### config.mk
export PLATFORM = sky130hd
export DESIGN_NAME = axi3_mem_wr_stage
export DESIGN_NICKNAME = d
export VERILOG_FILES = /design/src/common/axi3_pkg.sv /design/src/axi3_mem/axi3_mem_wr_stage.sv
export SDC_FILE = /design/constraint.sdc
export NUM_CORES = 1
export LEC_CHECK = 0
export ABC_AREA = 0
export ABC_CLOCK_PERIOD_IN_PS = 6700
export BUFFER_PORTS_ARGS = -buffer_cell sky130_fd_sc_hd__buf_2
export CORE_UTILIZATION = 57
export CTS_BUF_LIST = sky130_fd_sc_hd__clkbuf_2
export CTS_CLUSTER_DIAMETER = 60
export DETAILED_ROUTE_END_ITERATION = 10
export HOLD_SLACK_MARGIN = 0.06
export PLACE_DENSITY = 0.87
export SYNTH_ARGS = -nofsm -noshare
export SYNTH_HDL_FRONTEND = slang
export SYNTH_SLANG_ARGS = --single-unit
export TNS_END_PERCENT = 5
### constraint.sdc
create_clock -name axi3_if -period 6.7 [get_ports axi3_if]
set_input_delay 0.335 -clock axi3_if [delete_from_list [all_inputs] [get_ports axi3_if]]
set_output_delay 0.335 -clock axi3_if [all_outputs]
set_load 0.01 [all_outputs]
### src/common/axi3_pkg.sv
`default_nettype none

package axi3_pkg;

    // AXI3 response codes, only okay is ever driven
    typedef enum logic [1:0] {
        RESP_OKAY   = 2'b00,
        RESP_EXOKAY = 2'b01,
        RESP_SLVERR = 2'b10,
        RESP_DECERR = 2'b11
    } resp_t;

    // Burst length minus one
    typedef logic [3:0] len_t;

    localparam int ADDR_Q_DEPTH = 4;
    localparam int RESP_Q_DEPTH = 4;

    typedef enum logic [1:0] {
        WR_IDLE  = 2'b00,
        WR_BURST = 2'b01
    } wr_state_t;

endpackage : axi3_pkg

`default_nettype wire

### src/axi3_mem/axi3_mem_wr_stage.sv
`timescale 1ns/1ps
`default_nettype none

module axi3_mem_wr_stage #(
    parameter int ADDR_WID = 16,
    parameter int DATA_BYTE_WID = 8,
    parameter int ID_WID = 4,
    parameter int MEM_WORDS_LOG2 = 10
) (
    input  wire                          axi3_if,
    input  wire                          srst,
    input  wire                          awvalid,
    output logic                         awready,
    input  wire [ADDR_WID-1:0]           awaddr,
    input  wire axi3_pkg::len_t          awlen,
    input  wire [ID_WID-1:0]             awid,
    input  wire                          wvalid,
    output logic                         wready,
    input  wire [DATA_BYTE_WID*8-1:0]    wdata,
    input  wire [DATA_BYTE_WID-1:0]      wstrb,
    input  wire                          wlast,
    input  wire                          b_room,
    output logic                         mem_we,
    output logic [MEM_WORDS_LOG2-1:0]    mem_waddr,
    output logic [DATA_BYTE_WID*8-1:0]   mem_wdata,
    output logic [DATA_BYTE_WID-1:0]     mem_wstrb,
    output logic                         wr_done,
    output logic [ID_WID-1:0]            wr_id
);

    localparam int BYTE_SEL_WID = $clog2(DATA_BYTE_WID);
    localparam int PTR_WID = $clog2(axi3_pkg::ADDR_Q_DEPTH);
    localparam int CNT_WID = $clog2(axi3_pkg::ADDR_Q_DEPTH + 1);

    logic [MEM_WORDS_LOG2-1:0] aw_q_addr [axi3_pkg::ADDR_Q_DEPTH];
    logic [ID_WID-1:0]         aw_q_id [axi3_pkg::ADDR_Q_DEPTH];
    axi3_pkg::len_t            aw_q_len [axi3_pkg::ADDR_Q_DEPTH];
    logic [PTR_WID-1:0]        aw_wr_ptr;
    logic [PTR_WID-1:0]        aw_rd_ptr;
    logic [CNT_WID-1:0]        aw_count;
    logic                      aw_push;
    logic                      aw_pop;

    axi3_pkg::wr_state_t       state;
    logic [MEM_WORDS_LOG2-1:0] cur_addr;
    logic [ID_WID-1:0]         cur_id;
    axi3_pkg::len_t            beats_left;
    logic                      last_beat;
    logic                      w_fire;

    assign awready = (aw_count != CNT_WID'(axi3_pkg::ADDR_Q_DEPTH));
    assign aw_push = awvalid && awready;
    assign aw_pop = (state == axi3_pkg::WR_IDLE) && (aw_count != '0);

    // Last beat may only go when the B FIFO can take its response
    assign last_beat = wlast || (beats_left == '0);
    assign wready = (state == axi3_pkg::WR_BURST) && (b_room || !last_beat);
    assign w_fire = wvalid && wready;

    always_ff @(posedge axi3_if) begin
        if (aw_push) begin
            aw_q_addr[aw_wr_ptr] <= awaddr[BYTE_SEL_WID +: MEM_WORDS_LOG2];
            aw_q_id[aw_wr_ptr] <= awid;
            aw_q_len[aw_wr_ptr] <= awlen;
        end
    end

    always_ff @(posedge axi3_if) begin
        if (srst) begin
            aw_wr_ptr <= '0;
            aw_rd_ptr <= '0;
            aw_count <= '0;
        end else begin
            if (aw_push) begin
                aw_wr_ptr <= aw_wr_ptr + 1'b1;
            end
            if (aw_pop) begin
                aw_rd_ptr <= aw_rd_ptr + 1'b1;
            end
            aw_count <= aw_count + CNT_WID'(aw_push) - CNT_WID'(aw_pop);
        end
    end

    always_ff @(posedge axi3_if) begin
        if (srst) begin
            state <= axi3_pkg::WR_IDLE;
            mem_we <= 1'b0;
            wr_done <= 1'b0;
        end else begin
            mem_we <= w_fire;
            wr_done <= w_fire && last_beat;
            case (state)
                axi3_pkg::WR_IDLE: begin
                    if (aw_pop) begin
                        state <= axi3_pkg::WR_BURST;
                    end
                end
                axi3_pkg::WR_BURST: begin
                    if (w_fire && last_beat) begin
                        state <= axi3_pkg::WR_IDLE;
                    end
                end
                default: state <= axi3_pkg::WR_IDLE;
            endcase
        end
    end

    // Burst context and the registered RAM write
    always_ff @(posedge axi3_if) begin
        if (aw_pop) begin
            cur_addr <= aw_q_addr[aw_rd_ptr];
            cur_id <= aw_q_id[aw_rd_ptr];
            beats_left <= aw_q_len[aw_rd_ptr];
        end else if (w_fire) begin
            cur_addr <= cur_addr + 1'b1;
            beats_left <= beats_left - 1'b1;
        end
        if (w_fire) begin
            mem_waddr <= cur_addr;
            mem_wdata <= wdata;
            mem_wstrb <= wstrb;
            wr_id <= cur_id;
        end
    end

endmodule : axi3_mem_wr_stage

`default_nettype wire

* After elaboration in Yosys (flattened, before gate mapping)
Memory sizes are Yosys's and may differ from the RTL's. A register that Yosys moved wholly into a read port is not among the register bits.
Cells that the tools add are included.
** Storage, ports and cells
- Logic and storage cells :: 51
- RAM bits :: 72
- Output and inout bits :: 90
- Flip-flop bits (word level) :: 111
- Memories :: 3
** Cells by class
- Mux-type cells :: 13
- Reductions and logical operators :: 13
- Add/subtract/negate cells :: 6
- Equality and inequality tests :: 4
** Memory list
- aw_q_addr :: words 4, width 10, rd ports 1, clocked after memory_dff 1, write ports 1, RTL line axi3_mem_wr_stage.sv:35 : logic [MEM_WORDS_LOG2-1:0] aw_q_addr [axi3_pkg::ADDR_Q_DEPTH];
- aw_q_id :: words 4, width 4, rd ports 1, clocked after memory_dff 1, write ports 1, RTL line axi3_mem_wr_stage.sv:36 : logic [ID_WID-1:0] aw_q_id [axi3_pkg::ADDR_Q_DEPTH];
- aw_q_len :: words 4, width 4, rd ports 1, clocked after memory_dff 1, write ports 1, RTL line axi3_mem_wr_stage.sv:37 : axi3_pkg::len_t aw_q_len [axi3_pkg::ADDR_Q_DEPTH];
** Operators by type and width (number)
- 10-bit two-way mux :: 2
- 2-bit two-way mux :: 6
- 10-bit by 1-bit adder with 10-bit output (second input constant) :: 1
- 4-bit two-way mux :: 2
- 1-bit logical AND :: 5
- 2-bit by 1-bit adder with 2-bit output (second input constant) :: 2
- 4-bit logical NOT :: 1
- 2-bit one-hot mux with 2 select lines :: 1
- 4-bit by 1-bit subtractor with 4-bit output (second input constant) :: 1
- 3-bit by 1-bit adder with 3-bit output :: 1
- 3-bit inequality test (second input constant) :: 1
- 3-bit nonzero test :: 1
- 3-bit by 1-bit subtractor with 3-bit output :: 1
- 2-bit by 1-bit equality test with 1-bit output (second input constant) :: 1
- 2-bit logical NOT :: 1
- 1-bit logical OR :: 2
- 1-bit two-way mux :: 2
- 2-bit by 1-bit inequality test with 1-bit output (second input constant) :: 1
- 2-bit inequality test (second input constant) :: 1
- 2-bit AND reduction :: 1
- 2-bit nonzero test :: 1
- 1-bit logical NOT :: 1

* Longest topological paths before layout
Gate-level depths: netlist of run 1.
- Depth after elaboration :: 9
- Mapped depth :: 12
- Depth with buffers taken out :: 11

* Worst setup path after synthesis of run 1
OpenSTA, ideal clock, no wires.
- Path type :: flip-flop to flip-flop
- Start :: register beats_left[0]
- End :: register mem_waddr[0], enable pin
- Buffers on the path :: 0
- Setup time :: 439 ps
- Cell stages (with the launch flop) :: 6
- Arrival :: 2670 ps
- Slack :: 3590 ps
- Clock period less this slack :: 3110 ps
- Cell sequence :: edfxtp_1 -> inv_1 -> ha_1 -> a21oi_1 -> o211ai_1 -> inv_1
** Between the ends
- Cells in the longest elaborated chain, start to end :: 6
** Ends and longest elaborated chain
- start, declared :: RTL line axi3_mem_wr_stage.sv:47 : axi3_pkg::len_t beats_left;
- start signal, assigned :: RTL line axi3_mem_wr_stage.sv:113 : beats_left <= aw_q_len[aw_rd_ptr];
- start signal, assigned :: RTL line axi3_mem_wr_stage.sv:116 : beats_left <= beats_left - 1'b1;
- 4-bit logical NOT :: RTL line axi3_mem_wr_stage.sv:56 : assign last_beat = wlast || (beats_left == '0);
- 1-bit logical OR :: RTL line axi3_mem_wr_stage.sv:56
- 1-bit logical NOT :: RTL line axi3_mem_wr_stage.sv:57 : assign wready = (state == axi3_pkg::WR_BURST) && (b_room || !last_beat);
- 1-bit logical OR :: RTL line axi3_mem_wr_stage.sv:57
- 1-bit logical AND :: RTL line axi3_mem_wr_stage.sv:57
- 1-bit logical AND :: RTL line axi3_mem_wr_stage.sv:58 : assign w_fire = wvalid && wready;
- net w_fire :: RTL line axi3_mem_wr_stage.sv:49 : logic w_fire;
- end signal, assigned :: RTL line axi3_mem_wr_stage.sv:119 : mem_waddr <= cur_addr;
- end, declared :: RTL line axi3_mem_wr_stage.sv:24 : output logic [MEM_WORDS_LOG2-1:0] mem_waddr,
The timed path passes the listed nets, and every way through them passes these cells.
A chain may end at the register's enable or synchronous reset.

* Worst setup path after layout of run 1
- Start :: register aw_count[1]
- End :: register aw_count[2]
** Between the ends
- Cells in the longest elaborated chain, start to end :: 4
- Elaborated cells between the ends (all ways) :: 6
- Those cells by class :: add/sub: 2; eq/ne: 1; reduce/logical: 3
** Ends and longest elaborated chain
- start, declared :: RTL line axi3_mem_wr_stage.sv:40 : logic [CNT_WID-1:0] aw_count;
- start signal, assigned :: RTL line axi3_mem_wr_stage.sv:80 : aw_count <= aw_count + CNT_WID'(aw_push) - CNT_WID'(aw_pop);
- 3-bit inequality test :: RTL line axi3_mem_wr_stage.sv:51 : assign awready = (aw_count != CNT_WID'(axi3_pkg::ADDR_Q_DEPTH));
- 1-bit logical AND :: RTL line axi3_mem_wr_stage.sv:52 : assign aw_push = awvalid && awready;
- 3-bit by 1-bit adder with 3-bit output :: RTL line axi3_mem_wr_stage.sv:80
- 3-bit by 1-bit subtractor with 3-bit output (*) :: RTL line axi3_mem_wr_stage.sv:80
Mark *: on every way between the ends. The rest lies on a longest branch, timed or not.

==> run_results.csv, run 1 <==
group,metric,value,unit
worst_setup_path,cp-end-kind,"flip-flop",
min_path,hold_class,"input pin to flip-flop",
placed_design,post-dp-hpwl,8.81,mm
placed_design,place_area,7670,µm²
sta,maxSlewViolCount,0,
synthesis,yosys_warnings,0,
detailed_routing,first_pass_iters,6,
worst_setup_path,worst-path-stages,11,
clock_network,h-tree-depth,4,
synthesis,synthFlopType,"edfxtp_1",
clock_network,cts_setup_buffers,0,
layout,layout.nets,723,
worst_setup_path,rr_endpoint,"aw_count[2]",
worst_setup_path,crit_start,"aw_count[1]",
worst_setup_path,required,7360,ps
worst_setup_path,crit_type,"flip-flop to flip-flop",
worst_setup_path,critPathLaunchType,"flip-flop",
sta,hold_viol_final,0,
placed_design,placement.io_buffers,185,
worst_setup_path,crit_buf_inv,3,
synthesis,ys_seq_area_share,83.6,%
pwr,finalPower,2.82,mW
clock_network,cts_tree,"built",
sta,hold_slack,274,ps
clock_network,clkSlewWorstSetupHoldPaths,290,ps
placed_design,place.detailed.instances,635,
clock_network,numCtsBuffers,17,
clock_network,clock-sinks,188,
job,cap_violations,0,
layout,stdcell_count,766,
sta,grt_setup_unrepaired,"false",
detailed_routing,num_vias,4061,
synthesis,yosysUniqueCellTypes,31,
global_routing,grt_max_degree,87,
detailed_routing,drc,0,
clock_network,insertion_delay,720,ps
detailed_routing,via_per_inst,5.30,
synthesis,ys_ff_latch,188,
synthesis,synthCells,317,
floorplan,dieArea,12000,µm²
synthesis,syn_area_per_cell,20.8,µm²
placed_design,gp_congestion,0.803,
worst_setup_path,worstPathCellList,"nor3_1, or2_2, inv_2, ha_1, inv_1, ha_1, inv_1, fa_1, xor2_1, xnor2_1, nor2_1",
worst_setup_path,crit_arrival,3480,ps
floorplan,ios,192,
global_routing,antenna_found_initial,1,
floorplan,fp.dieW,110,µm
layout,drive_gt1_share,38.7,%
global_routing,grt.overflow.total,0,
worst_setup_path,r2r_start,"aw_count[1]",
layout,syn_to_final_growth,33.9,%
pwr,power.density,318,nW/µm²
clock_network,clock-root-buffer,"clkbuf_2",
sta,max-slew-margin-rel,30.5,%
sta,setup_violations,0,
worst_setup_path,crit_family,"adder cells",
floorplan,die_y,110,µm
detailed_routing,ant_nets,0,
detailed_routing,drtIter0Drc,242,
outcome,status,"finished clean",
global_routing,grt_pass1_wl,22.1,mm
synthesis,synthArstFlopShare,0,%
synthesis,synth-edff-count,176,
sta,max_freq,354,MHz
global_routing,grt_pass1_vias,4229,
sta,fin_worst_skew,37.1,ps
layout,finalInstanceArea,8850,µm²
worst_setup_path,rrSetupSlack,3870,ps
pwr,power.leakage,3.36,nW
floorplan,start_util,59.7,%
sta,period_needed,2830,ps
synthesis,syn_area,6610,µm²
worst_setup_path,worstSetupEndpoint,"aw_count[2]",
worst_setup_path,r2r_cells,11,
sta,worst_slew_pin_slew,1040,ps
sta,fin_crit_sh,42.2,%
floorplan,core,11100,µm²
worst_setup_path,cp_slowest_cell,"dfxtp_1",
clock_network,cts.path.max_buffers,2,
detailed_routing,wirelength,15.0,mm
global_routing,grt_usage,26.6,%
synthesis,synthesis.nets,428,
sta,final.setup.tns,0,ps
pwr,ir_drop,0.000188,V
floorplan,rows,38,
detailed_routing,wl_per_cell,19.6,µm
worst_setup_path,slowest_delay,470,ps
clock_network,cts_resized,0,
worst_setup_path,path_max_fanout,25,
-- worst min-delay path by stage --
| stage | cells past startpoint | from | end | slack [ps] |
|---|---|---|---|---|
| 6_report | 2 | wdata[30] | mem_wdata[30] | 270 |
| 5_1_grt | 2 | wdata[50] | mem_wdata[50] | 140 |
| 4_1_cts | 2 | wdata[13] | mem_wdata[13] | 230 |
| 3_5_place_dp | 0 | cur_id[0] | wr_id[0] | 400 |
| 3_3_place_gp | 0 | cur_id[1] | wr_id[1] | 400 |
| 2_1_floorplan | 0 | cur_id[0] | wr_id[0] | 400 |
-- area by class of cell --
| type | instances | area, µm² |
|---|---|---|
| Sequential cell | 188 | 5530 |
| Clock inverter | 13 | 93.8 |
| Clock buffer | 19 | 95.1 |
| Antenna cell | 1 | 2.50 |
| Tap cell | 140 | 175 |
| Fill cell | 592 | 2230 |
| Timing Repair Buffer | 284 | 1910 |
| Multi-Input combinational cell | 111 | 1000 |
| Inverter | 10 | 38.8 |
-- Yosys cell counts, types with 3 or more instances --
cell / instances / area (µm²)
dfxtp_1: 12 / 240
inv_1: 8 / 30.0
xor2_1: 6 / 52.6
mux4_2: 18 / 405
nand2_1: 18 / 67.6
and3_1: 4 / 25.0
xnor2_1: 9 / 78.8
a21oi_1: 7 / 35.0
nor3_1: 3 / 15.0
o21ai_1: 8 / 40.0
ha_1: 8 / 100
buf_2: 6 / 30.0
edfxtp_1: 176 / 5290
nor2_1: 14 / 52.6
-- power breakdown --
part,total (mW),internal [mW],switching [mW]
sequential,1.68,1.55,0.129
combinational,0.649,0.297,0.352
clock,0.485,0.101,0.384
-- worst reg2reg max path: stages, from the launching register on --
cell and delay (ps):
dfxtp_1 470, nor3_1 110, or2_2 400, inv_2 390, ha_1 320, inv_1 60, ha_1 130, inv_1 50
fa_1 390, xor2_1 250, xnor2_1 160, nor2_1 50
-- routing by layer --
| metal | GRT usage [%] | wire length [µm] | vias up |
|---|---|---|---|
| li1 | - | - | 1817 |
| met1 | 29.0 | 5400 | 1992 |
| met2 | 46.9 | 8140 | 209 |
| met3 | 8.54 | 986 | 43 |
| met4 | 12.7 | 518 | 0 |
| met5 | 0 | 0 | - |
-- stage by stage --
step / setup WS, ps / utilization (%)
after floorplan: 3590 / -
after global placement: 4100 / 69.3
after detailed placement: 3990 / 69.3
after CTS: 3910 / 79.8
after global routing: 3740 / 79.9
final: 3870 / 79.9
-- timing repair --
action                                  4_1_cts  5_1_grt
hold buffers                                 98        0
endpoints found under the hold margin       156        0
endpoints found under the setup margin        0        0
-- placed cells by master, fill, tap and decap left out, types with 2 or more instances in the layout --
cell type	instances
clkinv_2	4
o21ai_1	8
and3_1	4
dlygate4sd3_1	98
xnor2_1	9
xor2_1	6
clkinvlp_4	3
inv_2	2
inv_1	7
ha_1	8
buf_2	185
mux4_2	18
nand4_1	2
dfxtp_1	12
nand3_1	2
nand2_1	18
edfxtp_1	176
clkbuf_2	19
nor3_1	3
clkinv_4	3
nor2_1	14
inv_6	3
a21oi_1	7
-- logic make-up after synthesis --
family | share of synthesized area, %
XOR/XNOR | 1.99
adder cells (fa/ha/maj) | 1.82
AO/OA/AOI/OAI | 1.57
flip-flops | 83.6
multiplexers | 6.13
AND/OR/NAND/NOR | 3.63
buffers and inverters | 1.25
-- sequential cells by signal, summed over array words and instances, names as in the netlist, named ones only --
register    count
mem_wstrb       8
wr_id           4
mem_we          1
state           1
wr_done         1
aw_q_addr      40
aw_q_id        16
mem_wdata      64
aw_count        3
aw_rd_ptr       2
mem_waddr      10
aw_q_len       16
beats_left      4
cur_addr       10
cur_id          4
aw_wr_ptr       2
No activity file was read; power rests on OpenSTA's default activity.
==> run 2: changes to the inputs <==
Settings changed: ABC_CLOCK_PERIOD_IN_PS 6700 to 2350, CORE_UTILIZATION 57 to 48, PLACE_DENSITY 0.87 to 0.78.
Clock period 6.7 ns to 2.35 ns, I/O delays scaled along.
==> run_results.csv, run 2 <==
group,metric,value,unit
outcome,status,"did not finish",
outcome,stop_stage,"4_1_cts",
outcome,error,"[ERROR RSZ-0060] Max buffer count reached.",
synthesis,synth_compound_gate_area_share,1.57,%
clock_network,h-tree-depth,4,
synthesis,yosys.area.top_type_share,80.0,%
clock_network,clock-sinks,188,
synthesis,synthMuxAreaShare,6.13,%
synthesis,ys_seq_area_share,83.6,%
floorplan,fp.dieW,119,µm
synthesis,syn_area_per_cell,20.8,µm²
synthesis,yosys_warnings,0,
synthesis,synth-edff-count,176,
floorplan,ios,192,
synthesis,synth_top_cells_by_area,"edfxtp_1, mux4_2, dfxtp_1",
synthesis,yosys.area_share.simple,3.63,%
floorplan,start_util,49.5,%
synthesis,synthFlopType,"edfxtp_1",
clock_network,postCtsHoldBufs,144,
synthesis,synthesis.nets,428,
placed_design,gp_congestion,0.802,
synthesis,synth_top_family_by_area,"multiplexers",
synthesis,synthArstFlopShare,0,%
clock_network,numCtsBuffers,17,
floorplan,die_y,119,µm
synthesis,synthXorXnorAreaFrac,1.99,%
placed_design,dp_slack,47.7,ps
placed_design,post-dp-hpwl,8.68,mm
synthesis,syn_area,6610,µm²
clock_network,cts.path.max_buffers,2,
clock_network,cts_setup_buffers,0,
synthesis,synthCells,317,
floorplan,rows,42,
synthesis,synthAdderAreaFrac,1.82,%
synthesis,ys_ff_latch,188,
synthesis,synth_most_common_cell,"edfxtp_1",
clock_network,cts_resized,0,
synthesis,synth_top_area_cell,"edfxtp_1",
synthesis,yosysUniqueCellTypes,31,
synthesis,yosys-top-cells-count,"edfxtp_1, mux4_2, nand2_1",
clock_network,clock-root-buffer,"clkbuf_2",
placed_design,placement.io_buffers,185,
[run 2: logic make-up after synthesis]
logic type	after synthesis
DFF	188
and+or+nand+nor	50
AOI/OAI and AO/OA	19
buffers and inverters	18
muxes	18
xor gates and xnor gates	15
adders and majority gates	9
[run 2: per-stage QoR]
| step | instances | instance area (µm²) | setup TNS [ps] |
|---|---|---|---|
| after floorplan | 317 | 6620 | -41130 |
| after global placement | 681 | 7820 | 0 |
| after detailed placement | 681 | 7820 | 0 |
==> run 3: changes to the inputs <==
Settings changed: ABC_CLOCK_PERIOD_IN_PS 2350 to 3100, CORE_UTILIZATION 48 to 40, CTS_BUF_LIST sky130_fd_sc_hd__clkbuf_2 to not set, CTS_CLUSTER_DIAMETER 60 to not set, HOLD_SLACK_MARGIN 0.06 to not set, PLACE_DENSITY 0.78 to not set, PLACE_DENSITY_LB_ADDON set to 0.15.
Clock period 2.35 ns to 3.1 ns, I/O delays scaled along.
==> run_results.csv, run 3 (synthesized netlist as in run 1, its figures left out) <==
group,metric,value,unit
detailed_routing,wirelength,13.3,mm
detailed_routing,drc,0,
layout,diodes,0,
floorplan,dieArea,17000,µm²
clock_network,cts_resized,0,
clock_network,cts_tree,"built",
sta,setup_violations,0,
layout,drive_gt1_share,39.7,%
layout,fillers,1240,
clock_network,numCtsBuffers,17,
detailed_routing,num_vias,3788,
global_routing,grt_max_degree,29,
sta,grt_setup_unrepaired,"false",
sta,max-slew-margin-rel,52.4,%
min_path,hold_class,"input pin to flip-flop",
pwr,combPwrFrac,20.0,%
layout,mostFrequentLayoutCell,"buf_2",
detailed_routing,wl_per_cell,15.8,µm
layout,largest-register,"mem_wdata",
clock_network,insertion_delay,420,ps
floorplan,start_util,41.3,%
sta,fin_crit_sh,79.6,%
job,cap_violations,0,
worst_setup_path,crit_arrival,2770,ps
placed_design,post-dp-hpwl,8.97,mm
floorplan,ios,192,
detailed_routing,first_pass_iters,4,
pwr,p_sw_share,26.2,%
floorplan,core,16000,µm²
floorplan,rows,46,
sta,fin_worst_skew,7.01,ps
sta,period_needed,2470,ps
global_routing,grt_usage,16.1,%
worst_setup_path,crit_type,"flip-flop to flip-flop",
pwr,intPower,5.29,mW
detailed_routing,ant_nets,0,
detailed_routing,drtIter0Drc,183,
detailed_routing,via_per_inst,4.50,
clock_network,postCtsHoldBufs,90,
outcome,status,"finished clean",
worst_setup_path,cp_slowest_cell,"fa_1",
placed_design,placement.io_buffers,185,
clock_network,h-tree-depth,4,
worst_setup_path,cp-end-kind,"flip-flop",
worst_setup_path,slowest_delay,380,ps
sta,max_freq,405,MHz
sta,maxSlewViolCount,0,
sta,final.setup.tns,0,ps
pwr,ir_drop,0.000418,V
worst_setup_path,required,3410,ps
pwr,power.density,765,nW/µm²
layout,syn_to_final_growth,41.7,%
clock_network,clock-sinks,188,
global_routing,antenna_found_initial,0,
clock_network,cts_setup_buffers,0,
global_routing,grt_pass1_vias,3849,
placed_design,gp_congestion,0.687,
clock_network,cts.path.max_buffers,2,
clock_network,clkSlewWorstSetupHoldPaths,70,ps
worst_setup_path,crit_buf_inv,3,
floorplan,die_y,131,µm
global_routing,grt.overflow.total,0,
worst_setup_path,worstPathCellList,"nor3_1, or2_2, inv_2, ha_1, inv_1, ha_1, inv_1, fa_1, xor2_1, xnor2_1, nor2_1",
layout,largest_register_ffs,64,
worst_setup_path,crit_family,"adder cells",
sta,worst_slew_pin_slew,714,ps
pwr,clkPwrFrac,30.2,%
layout,finish.utilization,58.5,%
pwr,seq_power_share,49.9,%
floorplan,fp.dieW,131,µm
sta,hold_viol_final,0,
worst_setup_path,path_max_fanout,12,
layout,layout.nets,723,
clock_network,clock-root-buffer,"clkbuf_16",
worst_setup_path,critPathLaunchType,"flip-flop",
pwr,power.leakage,3.55,nW
layout,reg_top3,"mem_wdata (64), aw_q_addr (40)",
global_routing,grt_pass1_wl,19.7,mm
pwr,switchingPower,1.88,mW
layout,final_cell_mix,"buf_2, edfxtp_1, dlygate4sd3_1",
## run 3: path summary, 6_finish.rpt
path               startpoint           end  slack [ps]  cells past startpoint
hold reg to reg     cur_id[2]      wr_id[2]         420                      0
setup / recovery  aw_count[1]   aw_count[2]         630                     11
hold / removal           srst  aw_wr_ptr[1]          50                      2
setup reg to reg  aw_count[1]   aw_count[2]         630                     11
## run 3: power by group through the flow
| stage | logic (mW) | registers (mW) | clock network [mW] |
|---|---|---|---|
| 4_1_cts | 1.46 | 3.58 | 2.20 |
| 5_1_grt | 1.60 | 3.63 | 2.30 |
| 2_1_floorplan | 0.881 | 3.63 | 0 |
| 3_5_place_dp | 1.36 | 3.64 | 0 |
| 3_3_place_gp | 1.33 | 3.61 | 0 |
| 6_report | 1.43 | 3.57 | 2.16 |
## run 3: area by class of cell
cell class	instances	area, µm²	share of cell area (%)
Sequential cell	188	5530	59.0
Timing Repair Buffer	284	1930	20.6
Multi-Input combinational cell	111	1000	10.7
Clock buffer	17	425	4.54
Tap cell	216	270	2.89
Clock inverter	15	168	1.79
Inverter	10	41.3	0.441
## run 3: layer usage
layer / track usage, % / share of wire, % / vias up
li1: - / - / 1818
met1: 17.4 / 39 / 1812
met2: 29.1 / 52 / 137
met3: 4.44 / 6.7 / 21
met4: 7.64 / 1.9 / 0
met5: 0 / 0 / -
## run 3: through the flow
stage	worst slack, ps	cell area [µm²]	power [mW]	hold WS, ps	cells
6_report	634	9360	7.17	46.5	841
5_1_grt	427	9360	7.52	76.6	841
4_1_cts	600	9360	7.24	42.5	841
3_5_place_dp	650	7870	5.00	333	719
3_3_place_gp	729	7870	4.94	332	719
2_1_floorplan	259	6610	4.51	227	317
==> run 4: changes to the inputs <==
Settings changed: ABC_CLOCK_PERIOD_IN_PS 3100 to 2100.
Clock period 3.1 ns to 2.1 ns, I/O delays scaled along.
==> run_results.csv, run 4 (synthesized netlist as in run 1, its figures left out) <==
group,metric,value,unit
sta,max-slew-margin-rel,32.2,%
clock_network,h-tree-depth,4,
sta,maxSlewViolCount,0,
floorplan,dieArea,17000,µm²
worst_setup_path,crit_arrival,2510,ps
global_routing,grt_usage,16.7,%
sta,worst_slew_pin_slew,1020,ps
global_routing,grt_pass1_vias,3916,
global_routing,grt_pass1_wl,20.5,mm
clock_network,clock-root-buffer,"clkbuf_16",
worst_setup_path,crit_type,"flip-flop to flip-flop",
layout,final_cell_mix,"buf_2, edfxtp_1, dlygate4sd3_1",
sta,period_needed,2200,ps
sta,hold_viol_final,0,
clock_network,clock-sinks,188,
floorplan,fp.dieW,131,µm
job,cap_violations,0,
layout,largest-register,"mem_wdata",
sta,max_freq,454,MHz
clock_network,numCtsBuffers,17,
outcome,violations,"setup timing",
worst_setup_path,path_max_fanout,2,
clock_network,cts.path.max_buffers,2,
detailed_routing,wl_per_cell,16.0,µm
floorplan,rows,46,
placed_design,placement.io_buffers,185,
sta,grt_setup_unrepaired,"true",
min_path,hold_class,"input pin to flip-flop",
floorplan,start_util,41.3,%
worst_setup_path,r2r_cells,11,
sta,hold_slack,132,ps
layout,diodes,0,
global_routing,grt_max_degree,73,
layout,layout.nets,734,
layout,syn_to_final_growth,44.3,%
detailed_routing,drc,0,
detailed_routing,num_vias,3864,
floorplan,ios,192,
layout,mostFrequentLayoutCell,"buf_2",
floorplan,die_y,131,µm
clock_network,clkSlewWorstSetupHoldPaths,60,ps
global_routing,antenna_found_initial,0,
outcome,status,"complete, but fails checks",
layout,largest_register_ffs,64,
sta,setup_violations,1,
pwr,power.leakage,3.61,nW
layout,reg_top3,"mem_wdata (64), aw_q_addr (40)",
detailed_routing,wirelength,13.7,mm
clock_network,insertion_delay,420,ps
layout,finalInstanceArea,9540,µm²
detailed_routing,drtIter0Drc,252,
pwr,ir_drop,0.000685,V
detailed_routing,via_per_inst,4.54,
floorplan,core,16000,µm²
worst_setup_path,cp-end-kind,"flip-flop",
layout,drive_gt1_share,41.8,%
placed_design,place_area,7870,µm²
sta,fin_crit_sh,105,%
pwr,power.density,1160,nW/µm²
sta,setup_ws,-103,ps
detailed_routing,first_pass_iters,5,
clock_network,cts_tree,"built",
global_routing,grt.overflow.total,0,
worst_setup_path,critPathLaunchType,"flip-flop",
placed_design,post-dp-hpwl,8.85,mm
worst_setup_path,required,2410,ps
min_path,worstHoldPathCells,4,
placed_design,gp_congestion,0.761,
sta,fin_worst_skew,5.27,ps
detailed_routing,ant_nets,0,
run 4: cell types whose count changed in the layout (fill, tap and decap cells not counted), moves of 3 or more:
| cell | previous run | this run |
|---|---|---|
| inv_6 | 4 | 0 |
| dlygate4sd3_1 | 90 | 96 |
| ha_1 | 8 | 5 |
| dfxtp_2 | 0 | 3 |
| buf_4 | 6 | 12 |
| dfxtp_1 | 12 | 9 |
run 4: repair_timing:
item                                   in CTS  in global routing
resized for setup                          13                  3
buffers inserted                            2                  0
setup endpoints to repair                   1                 17
pin swaps                                   8                  4
hold buffers                               96                  0
endpoints found under the hold margin     152                  0
run 4: critical path, cell delays in order, from the launching register on:
cell,delay (ps)
dfxtp_2,320
or3b_4,400
and2_4,160
inv_4,50
ha_4,190
inv_4,60
ha_4,120
inv_2,40
fa_2,360
xor2_2,170
xnor2_1,160
nor2_1,60
run 4: worst paths after layout:
path                            slack (ps)         from           to
worst min register to register         420    cur_id[0]     wr_id[0]
worst max register to register        -100  aw_count[0]  aw_count[2]
worst min-delay path                   130       b_room     state[0]
worst max-delay path                  -100  aw_count[0]  aw_count[2]
run 4: report_power, final:
group          leakage, nW  internal [mW]  switching, mW  total [mW]
Clock                0.304           2.10           1.30        3.40
Sequential            1.72           4.96          0.277        5.24
Combinational         1.59           1.14           1.27        2.41
Total                 3.61           8.20           2.84        11.0
run 4: cell type report:
type / count / area, µm²
Fill cell: 1257 / 6460
Inverter: 10 / 46.3
Sequential cell: 188 / 5530
Multi-Input combinational cell: 111 / 1050
Tap cell: 216 / 270
Clock inverter: 13 / 198
Timing Repair Buffer: 295 / 2010
Clock buffer: 19 / 433
run 4: metal layers:
layer | global-route usage [%] | share of wire [%] | up-vias
li1 | - | - | 1838
met1 | 18.9 | 40 | 1874
met2 | 29.3 | 52 | 135
met3 | 5.17 | 6.8 | 17
met4 | 6.96 | 1.5 | 0
met5 | 0 | 0 | -
run 4: through the flow:
| stage | util [%] | power (mW) | worst slack (ps) | instances | setup TNS, ps |
|---|---|---|---|---|---|
| finish | 59.6 | 11.0 | -103 | 852 | -103 |
| global route | 59.6 | 11.6 | -168 | 852 | -329 |
| CTS | 59.5 | 11.1 | -178 | 852 | -178 |
| detailed placement | 49.2 | 7.44 | -197 | 722 | -197 |
| global placement | 49.2 | 7.36 | -80.1 | 722 | -80.1 |
| floorplan | - | 6.67 | -728 | 317 | -62900 |
